[src/hw/rvseed_pkg.sv]
package rvseed_pkg;

    // data path and address width of the core
    localparam int xlen = 64;

    // byte offset bits inside one doubleword beat
    localparam int lane_bits = 3;

    // access size codes, as carried on ld_size
    localparam logic [1:0] ls_byte  = 2'd0;
    localparam logic [1:0] ls_half  = 2'd1;
    localparam logic [1:0] ls_word  = 2'd2;
    localparam logic [1:0] ls_dword = 2'd3;

    // bus id field
    localparam int id_width = 4;

    // id owned by the load stage
    // fetch uses the other ids on the same bus
    localparam logic [id_width-1:0] load_id = 4'd2;

    // load sequencer states
    localparam logic [1:0] st_idle    = 2'd0;
    localparam logic [1:0] st_request = 2'd1;
    localparam logic [1:0] st_wait    = 2'd2;
    localparam logic [1:0] st_finish  = 2'd3;

    // one returned read beat
    // every view covers the same 64 bits, lowest lane at index 0
    typedef union packed {
        // whole beat, for ld
        logic [xlen-1:0]   dword;
        // two words, for lw / lwu
        logic [1:0][31:0]  words;
        // four halves, for lh / lhu
        logic [3:0][15:0]  halves;
        // eight bytes, for lb / lbu
        logic [7:0][7:0]   bytes;
    } load_data_u;

endpackage
[src/hw/mem_req_if.sv]
`timescale 1ns/1ns

interface mem_req_if;

    // request pending, held until accepted
    logic                            req_valid;
    // byte address of the load
    logic [rvseed_pkg::xlen-1:0]     req_addr;
    // address handshake done this cycle
    logic                            accepted;
    // matching beat stored, one cycle pulse
    logic                            done;
    // stored beat, valid from done on
    rvseed_pkg::load_data_u          rdata;

    // sequencer end
    modport lsu_side (
        output req_valid,
        output req_addr,
        input  accepted,
        input  done,
        input  rdata
    );

    // bus end
    modport bus_side (
        input  req_valid,
        input  req_addr,
        output accepted,
        output done,
        output rdata
    );

endinterface

[src/hw/mem_stage_top.sv]
`timescale 1ns/1ns

module mem_stage_top (
    input  logic                            clk,
    input  logic                            rst_n,
    input  logic                            ld_valid,
    input  logic [1:0]                      ld_size,
    input  logic                            ld_unsigned,
    input  logic [rvseed_pkg::xlen-1:0]     base,
    input  logic [rvseed_pkg::xlen-1:0]     offset,
    input  logic [rvseed_pkg::xlen-1:0]     ex_result,
    output logic                            busy,
    output logic                            res_valid,
    output logic [rvseed_pkg::xlen-1:0]     wb_result,
    output logic                            ar_valid,
    input  logic                            ar_ready,
    output logic [rvseed_pkg::xlen-1:0]     ar_addr,
    output logic [rvseed_pkg::id_width-1:0] ar_id,
    input  logic                            r_valid,
    input  logic [rvseed_pkg::id_width-1:0] r_id,
    input  logic [rvseed_pkg::xlen-1:0]     r_data
);

    // sequencer to bus port link
    mem_req_if req_bus ();

    // load sequencer with extension and write-back mux
    load_unit i_load_unit (
        .clk         (clk),
        .rst_n       (rst_n),
        .ld_valid    (ld_valid),
        .ld_size     (ld_size),
        .ld_unsigned (ld_unsigned),
        .base        (base),
        .offset      (offset),
        .ex_result   (ex_result),
        .busy        (busy),
        .res_valid   (res_valid),
        .wb_result   (wb_result),
        .req         (req_bus)
    );

    // bus side read channel
    read_port i_read_port (
        .clk      (clk),
        .rst_n    (rst_n),
        .req      (req_bus),
        .ar_valid (ar_valid),
        .ar_ready (ar_ready),
        .ar_addr  (ar_addr),
        .ar_id    (ar_id),
        .r_valid  (r_valid),
        .r_id     (r_id),
        .r_data   (r_data)
    );

endmodule

[src/hw/read_port.sv]
`timescale 1ns/1ns

module read_port (
    input  logic                            clk,
    input  logic                            rst_n,
    mem_req_if.bus_side                     req,
    output logic                            ar_valid,
    input  logic                            ar_ready,
    output logic [rvseed_pkg::xlen-1:0]     ar_addr,
    output logic [rvseed_pkg::id_width-1:0] ar_id,
    input  logic                            r_valid,
    input  logic [rvseed_pkg::id_width-1:0] r_id,
    input  logic [rvseed_pkg::xlen-1:0]     r_data
);

    logic                   beat_hit;
    logic                   done_q;
    rvseed_pkg::load_data_u rdata_q;

    // request held by the sequencer until accepted
    assign ar_valid = req.req_valid;
    // bus works on whole doublewords
    assign ar_addr  = {req.req_addr[rvseed_pkg::xlen-1:rvseed_pkg::lane_bits],
                       {rvseed_pkg::lane_bits{1'b0}}};
    assign ar_id    = rvseed_pkg::load_id;

    assign req.accepted = ar_valid && ar_ready;

    // beats for fetch share the channel, skip them
    assign beat_hit = r_valid && (r_id == rvseed_pkg::load_id);

    // r_ready is tied high on the bus side, so every beat is taken
    always_ff @(posedge clk) begin
        if (beat_hit) begin
            rdata_q.dword <= r_data;
        end
    end

    // done lines up with the registered data
    always_ff @(posedge clk or negedge rst_n) begin
        if (!rst_n) begin
            done_q <= 1'b0;
        end else begin
            done_q <= beat_hit;
        end
    end

    assign req.done  = done_q;
    assign req.rdata = rdata_q;

    // address channel must hold while stalled
    a_ar_stable: assert property (@(posedge clk) disable iff (!rst_n)
        (ar_valid && !ar_ready) |=> (ar_valid && $stable(ar_addr) && $stable(ar_id)))
        else $error("read address changed while stalled");

endmodule

[src/hw/load_unit.sv]
`timescale 1ns/1ns

module load_unit (
    input  logic                        clk,
    input  logic                        rst_n,
    input  logic                        ld_valid,
    input  logic [1:0]                  ld_size,
    input  logic                        ld_unsigned,
    input  logic [rvseed_pkg::xlen-1:0] base,
    input  logic [rvseed_pkg::xlen-1:0] offset,
    input  logic [rvseed_pkg::xlen-1:0] ex_result,
    output logic                        busy,
    output logic                        res_valid,
    output logic [rvseed_pkg::xlen-1:0] wb_result,
    mem_req_if.lsu_side                 req
);

    logic [1:0]                  state;
    logic [1:0]                  next_state;
    logic [rvseed_pkg::xlen-1:0] addr_q;
    logic [1:0]                  size_q;
    logic                        unsigned_q;
    logic                        start;
    logic                        misaligned;
    logic [rvseed_pkg::xlen-1:0] ext_value;

    // busy covers request and wait only
    // finish is already free for the next load
    assign busy = (state == rvseed_pkg::st_request) || (state == rvseed_pkg::st_wait);

    // pulses during busy are simply dropped
    assign start = ld_valid && !busy;

    always_comb begin
        next_state = state;
        case (state)
            rvseed_pkg::st_idle: begin
                if (start) begin
                    next_state = rvseed_pkg::st_request;
                end
            end
            rvseed_pkg::st_request: begin
                // stay until the address channel takes it
                if (req.accepted) begin
                    next_state = rvseed_pkg::st_wait;
                end
            end
            rvseed_pkg::st_wait: begin
                if (req.done) begin
                    next_state = rvseed_pkg::st_finish;
                end
            end
            default: begin
                // back to back load may start here
                next_state = start ? rvseed_pkg::st_request : rvseed_pkg::st_idle;
            end
        endcase
    end

    always_ff @(posedge clk or negedge rst_n) begin
        if (!rst_n) begin
            state <= rvseed_pkg::st_idle;
        end else begin
            state <= next_state;
        end
    end

    // effective address and access kind, captured on start
    always_ff @(posedge clk or negedge rst_n) begin
        if (!rst_n) begin
            addr_q     <= '0;
            size_q     <= rvseed_pkg::ls_byte;
            unsigned_q <= 1'b0;
        end else if (start) begin
            addr_q     <= base + offset;
            size_q     <= ld_size;
            unsigned_q <= ld_unsigned;
        end
    end

    assign req.req_valid = (state == rvseed_pkg::st_request);
    assign req.req_addr  = addr_q;

    // lane from the low address bits
    load_extend i_extend (
        .beat        (req.rdata),
        .lane        (addr_q[rvseed_pkg::lane_bits-1:0]),
        .size        (size_q),
        .is_unsigned (unsigned_q),
        .value       (ext_value)
    );

    // one cycle result, otherwise pass the execute result through
    assign res_valid = (state == rvseed_pkg::st_finish);
    assign wb_result = res_valid ? ext_value : ex_result;

    // natural alignment per size
    always_comb begin
        case (size_q)
            rvseed_pkg::ls_byte: misaligned = 1'b0;
            rvseed_pkg::ls_half: misaligned = addr_q[0];
            rvseed_pkg::ls_word: misaligned = |addr_q[1:0];
            default:             misaligned = |addr_q[2:0];
        endcase
    end

    // a misaligned load would need two beats
    a_aligned: assert property (@(posedge clk) disable iff (!rst_n)
        (state == rvseed_pkg::st_request) |-> !misaligned)
        else $error("misaligned load address %h size %0d", addr_q, size_q);

    // read port must not report a beat nobody is waiting for
    a_done_in_wait: assert property (@(posedge clk) disable iff (!rst_n)
        req.done |-> (state == rvseed_pkg::st_wait))
        else $error("done pulse outside the wait state");

endmodule

[src/hw/load_extend.sv]
`timescale 1ns/1ns

module load_extend (
    input  rvseed_pkg::load_data_u             beat,
    input  logic [rvseed_pkg::lane_bits-1:0]   lane,
    input  logic [1:0]                         size,
    input  logic                               is_unsigned,
    output logic [rvseed_pkg::xlen-1:0]        value
);

    logic [7:0]  byte_lane;
    logic [15:0] half_lane;
    logic [31:0] word_lane;
    logic        byte_fill;
    logic        half_fill;
    logic        word_fill;

    // lane picks straight from the union views
    assign byte_lane = beat.bytes[lane];
    // halves and words ignore the low offset bits,
    // alignment is checked in the sequencer
    assign half_lane = beat.halves[lane[2:1]];
    assign word_lane = beat.words[lane[2]];

    // fill bit: lane msb for signed loads, zero otherwise
    assign byte_fill = !is_unsigned && byte_lane[7];
    assign half_fill = !is_unsigned && half_lane[15];
    assign word_fill = !is_unsigned && word_lane[31];

    always_comb begin
        case (size)
            rvseed_pkg::ls_byte: begin
                value = {{(rvseed_pkg::xlen-8){byte_fill}}, byte_lane};
            end
            rvseed_pkg::ls_half: begin
                value = {{(rvseed_pkg::xlen-16){half_fill}}, half_lane};
            end
            rvseed_pkg::ls_word: begin
                value = {{(rvseed_pkg::xlen-32){word_fill}}, word_lane};
            end
            default: begin
                // ld, nothing to extend
                value = beat.dword;
            end
        endcase
    end

endmodule

[config.mk]
export PLATFORM = sky130hd
export DESIGN_NAME = mem_stage_top
export DESIGN_NICKNAME = d
export VERILOG_FILES = /design/src/hw/rvseed_pkg.sv /design/src/hw/mem_req_if.sv /design/src/hw/mem_stage_top.sv /design/src/hw/read_port.sv /design/src/hw/load_unit.sv /design/src/hw/load_extend.sv
export SDC_FILE = /design/constraint.sdc
export NUM_CORES = 1
export LEC_CHECK = 0
export ABC_AREA = 1
export BUFFER_PORTS_ARGS = -buffer_cell sky130_fd_sc_hd__buf_2
export CAP_MARGIN = 20
export CORE_ASPECT_RATIO = 0.5
export CORE_MARGIN = 1.5
export CORE_UTILIZATION = 50
export DETAILED_ROUTE_END_ITERATION = 7
export PLACE_DENSITY_LB_ADDON = 0.3
export SLEW_MARGIN = 5
export SYNTH_ARGS = -nofsm -noshare
export SYNTH_HDL_FRONTEND = slang
export SYNTH_SLANG_ARGS = --single-unit
export TNS_END_PERCENT = 5
[constraint.sdc]
create_clock -name clk -period 2.3 [get_ports clk]
set_input_delay 0.345 -clock clk [delete_from_list [all_inputs] [get_ports clk]]
set_output_delay 0.345 -clock clk [all_outputs]
set_load 0.02 [all_outputs]
# Word-level counts from Yosys, hierarchy flattened
# Cells that the tools add are included.
# op_classes
n_reduce_logical	12
n_mux	13
order_cmp	3
n_eq_ne	9
addsub	1
# op_table
operator	count
64-bit one-hot mux with 3 select lines	1
64-bit adder	1
32-bit two-way mux	2
64-bit two-way mux	1
16-bit binary-select mux with 2-bit select	1
8-bit binary-select mux with 3-bit select	1
16-bit two-way mux	1
8-bit two-way mux	1
2-bit equality test (second input constant)	3
1-bit logical AND	6
2-bit two-way mux	3
2-bit one-hot mux with 3 select lines	1
2-bit by 1-bit equality test with 1-bit output (second input constant)	2
4-bit by 2-bit equality test with 1-bit output (second input constant)	1
2-bit logical NOT	2
3-bit by 4-bit less-than comparator with 1-bit output (second input constant)	1
2-bit by 1-bit != test with 1-bit output (second input constant)	2
2-bit by 3-bit less-than comparator with 1-bit output (second input constant)	1
3-bit AND reduction	1
1-bit logical NOT	2
1-bit by 2-bit less-than comparator with 1-bit output (second input constant)	1
2-bit != test (second input constant)	1
1-bit logical OR	1
1-bit two-way mux	1
# totals
out_inout_bits	135
ff_bits	134
inputBits	268

# Depth between registers and ports, before layout
# logic_depth
ltp_word	6
depth_mapped	16

# Cells and area by module
# Synthesis repeated with hierarchy kept, for this count alone.
# unflattened
cells_unflattened	2401
area_unflattened_um2	14371.3
# modules_own_cells
module	instances	cells_each	area_each_um2
load_unit	1	1721	9150.0
load_extend	1	536	2717.6
read_port	1	144	2503.7

# Worst setup path after synthesis
# OpenSTA, ideal clock, no wires.
# synth_timing
kind	input port to flip-flop
startpoint	input r_id[3] (netlist name)
endpoint	register i_read_port.done_q (netlist: i_read_port.req.done)
t_required_ns	1.690
path_stages	3
t_arrival_ns	5.198
path_buffers	0
setup_slack_ns	-3.508
cell_sequence	nor2_1 nand2_1 nor3b_1
# synth_between
elab_chain_len	2
# synth_rtl
element	line_no	rtl
from (decl)	mem_stage_top.sv:20	input logic [rvseed_pkg::id_width-1:0] r_id,
4-bit by 2-bit equality test with 1-bit output	read_port.sv:30	assign beat_hit = r_valid && (r_id == rvseed_pkg::load_id);
1-bit logical AND	read_port.sv:30	
named net i_read_port.beat_hit	read_port.sv:16	logic beat_hit;
to (signal assigned)	read_port.sv:44	done_q <= beat_hit;
to (decl)	read_port.sv:17	logic done_q;
# The timed path passes the listed nets, and every way through them passes these cells.
# A chain may end at the register's enable or synchronous reset.

# Final worst setup path
# layout_timing
startpoint	register i_load_unit.addr_q (netlist bit i_load_unit.req.req_addr[1])
endpoint	output wb_result[60] (netlist name)
# layout_between
elab_chain_len	5
word_cells_on_any_way	8
cone_classes	6 x mux; 2 x reduce/logical
# layout_rtl
element	line_no	rtl
from (decl)	load_unit.sv:20	logic [rvseed_pkg::xlen-1:0] addr_q;
from (signal assigned)	load_unit.sv:75	addr_q <= base + offset;
8-bit binary-select mux with 3-bit select / 16-bit binary-select mux with 2-bit select (equally long branches)	load_extend.sv:19, load_extend.sv:22	
8-bit two-way mux (not written as such) / 16-bit two-way mux (equally long branches)	load_extend.sv:19, load_extend.sv:22	
1-bit logical AND, on equally long branches	load_extend.sv:26, load_extend.sv:27	
64-bit one-hot mux with 3 select lines (*)	load_extend.sv:31	case (size)
64-bit two-way mux (*)	load_unit.sv:95	assign wb_result = res_valid ? ext_value : ex_result;
to (decl)	mem_stage_top.sv:14	output logic [rvseed_pkg::xlen-1:0] wb_result,
# Mark *: on every way between the ends. The rest lies on a longest branch, timed or not. The select of a mux whose other input is x is not followed.

==> impl_metrics.json <==
{
  "drt_iter0_markers": 1415,
  "wl_um": 50100,
  "syn_area_um2": 12900,
  "hold_viol_final": 0,
  "ys_top_cells_by_count": "nand2_1, inv_1, nor2_1",
  "drv_cap": 0,
  "critPathBufInv": 5,
  "core_region_area_um2": 25300,
  "ant_nets": 0,
  "r2r_setup_slack_ns": 0.42,
  "startpoint_type": "register",
  "rsz0062_at_grt": "true",
  "cts_sinks": 134,
  "finalNetCount": 2993,
  "worstSetupPathType": "reg -> out",
  "hold_path_class": "in -> reg",
  "cp_cell_sequence": "inv_4 > nand2_2 > nand3_2 > nand2_2 > a21oi_2 > nand2_2 > nor2_4 > buf_6 > clkbuf_16 > nor3_1 > o21bai_1 > inv_1 > buf_6",
  "clk_latency_ns": 0.44,
  "clk_pin_slew_ns": 0.06,
  "start_util_pct": 51.0,
  "hpwl_um": 39300,
  "crit_start": "i_load_unit.req.req_addr[1]",
  "relSlewSlack_pct": 62.2,
  "path_delay_family": "buffers and inverters",
  "tightest_slew_ns": 0.566,
  "cts_tree": "yes",
  "area_growth_pct": 35.2,
  "finalCritPeriodShare_pct": 113,
  "fin_util_pct": 69.0,
  "leakage_uw": 0.00992,
  "critPathRequiredTime_ns": 1.96,
  "grt_overflow": 0,
  "drtPass1Iterations": 6,
  "peakVddDrop_v": 0.000788,
  "final.setup.worst_slack_ns": -0.303,
  "rows": 41,
  "cts_buffers": 17,
  "yosys_register_bits": 134,
  "cts_root_buf": "clkbuf_16",
  "yosysTopAreaCellShare_pct": 24.8,
  "syn_avg_cell_area_um2": 5.99,
  "num_vias": 15533,
  "min-delay-start": "r_data[6]",
  "fin_cells": 3019,
  "grt_pass1_wl_um": 73700,
  "synth.area.top_cells": "nand2_1, edfxtp_1, dfrtp_1",
  "route.detailed.drc": 0,
  "max_freq_mhz": 384,
  "crit_path_max_incr_delay_ns": 0.45,
  "synth.most_common_cell": "nand2_1",
  "drive_gt1_share_pct": 23.8,
  "synth-edff-count": 64,
  "die_y_um": 117,
  "critPathMostFrequentCell": "nand2_2",
  "wire_per_inst_um": 16.6,
  "setup_violations": 64,
  "io_pins": 403,
  "antenna_found_initial": 3,
  "cellPowerDensity_nw_per_um2": 993,
  "synthArstFlopShare_pct": 52.2,
  "finalClockSkew_ns": 0.00586,
  "grt_pass1_vias": 14086,
  "fin_crit_ns": 2.60,
  "arrival_ns": 2.26,
  "yosys_warnings": 0,
  "synth_top_area_cell": "nand2_1",
  "endpoint_kind": "output port",
  "violations": "setup timing",
  "slew_violations": 0,
  "grt_max_degree": 92,
  "status": "complete, but fails checks",
  "gp_congestion": 0.956,
  "via_per_inst": 5.15,
  "holdWs_ns": 0.0694,
  "fillers": 2252,
  "ys_types": 39,
  "synth_cells": 2155,
  "worst_path_max_delay_cell": "dfrtp_2",
  "dieArea_um2": 26800,
  "numPortBuffers": 395,
  "cp_max_fo": 5,
  "grt_use_total_pct": 36.1,
  "htree_levels": 4,
  "post-place-cells": 2965,
  "die_w_um": 230,
  "ys_seq_area_share_pct": 28.5,
  "worst_r2r_startpoint": "i_load_unit.state[0]",
  "clk_path_buf_depth": 2,
  "ys.flop_type": "dfrtp_1"
}
## state kept, by name, summed over array words and instances (netlist names)
register / cells
i_load_unit.state: 2
i_load_unit.unsigned_q: 1
i_load_unit.size_q: 2
i_read_port.req.rdata: 64
i_load_unit.req.req_addr: 64
i_read_port.req.done: 1
## path summary, 6_finish.rpt
| path | end | depth (start not counted) |
|---|---|---|
| max | wb_result[60] | 13 |
| min reg2reg | i_load_unit.req.req_addr[61] | 2 |
| max in group asynchronous | i_load_unit.req.req_addr[2] | 3 |
| min in group asynchronous | i_load_unit.req.req_addr[26] | 3 |
| max reg2reg | i_load_unit.state[1] | 7 |
| min | i_read_port.req.rdata[6] | 1 |
## placed cells by master, fill, tap and decap left out, types with 8 or more instances in the layout
cell type / n
inv_1: 383
nand3_1: 100
nor3_2: 8
edfxtp_1: 64
nand2_1: 837
buf_6: 49
nor3_1: 39
nand2_2: 15
nand3b_1: 9
ha_1: 66
a21oi_1: 82
xnor2_1: 27
clkbuf_16: 19
o21ai_1: 22
buf_4: 140
buf_12: 8
buf_2: 342
o21bai_1: 30
nand4_1: 14
nor2_1: 145
o21ai_0: 106
dfrtp_1: 68
## cell type report
class	count	area, µm²	share of cell area [%]
Antenna cell	5	12.5	0.0717
Clock buffer	20	437	2.50
Clock inverter	12	80.1	0.459
Inverter	395	1490	8.55
Multi-Input combinational cell	1563	7670	44.0
Sequential cell	134	3680	21.1
Tap cell	344	430	2.47
Timing Repair Buffer	546	3640	20.9
## power breakdown
group	total [µW]	leakage (µW)	switching (µW)	internal, µW
Clock	2480	0.000247	1110	1370
Combinational	11200	0.00824	6800	4390
Sequential	3660	0.00144	499	3160
Total	17300	0.00992	8410	8920
## stage by stage
stage	area (µm²)	setup slack, ns	total power [µW]	TNS (ns)
2_1_floorplan	12900	-0.314	9690	-20.27
3_3_place_gp	16100	-0.0848	13100	-0.266
3_5_place_dp	16100	-0.138	13100	-0.513
4_1_cts	17300	-0.318	16900	-15.24
5_1_grt	17400	-0.406	18400	-21.10
6_report	17400	-0.303	17300	-14.76
## logic make-up (layout without fill, tap and decap cells)
family	after synthesis	in the layout	synth area share, %
compound gates	278	278	12.2
xor+xnor	28	28	1.90
fa+ha+maj	68	68	6.65
buf+inv	463	973	14.1
flops	134	134	28.5
other cells	2	12	0.0582
simple gates	1182	1182	36.6
## layer usage
| layer | vias to the layer above | GRT usage, % | routed length (µm) |
|---|---|---|---|
| li1 | 7713 | - | - |
| met1 | 6938 | 43.8 | 20200 |
| met2 | 727 | 62.7 | 23700 |
| met3 | 155 | 5.66 | 3630 |
| met4 | 0 | 19.8 | 2600 |
| met5 | - | 0 | 0 |
## worst register-to-register path, cell delays in order, from the launching register on
cell and delay [ns]:
dfrtp_1 0.42, inv_1 0.11, ha_1 0.34, inv_1 0.08, nand2_2 0.07, buf_12 0.23, a21oi_1 0.37, o21ai_0 0.13
## what timing repair did
action	CTS	global route
pin swaps	12	10
gates resized for setup	147	33
setup endpoints to repair	64	64
hold endpoints to repair	39	0
cloned	4	2
hold buffers	1	0
buffers inserted	10	2
(Power assumes the default switching activity.)
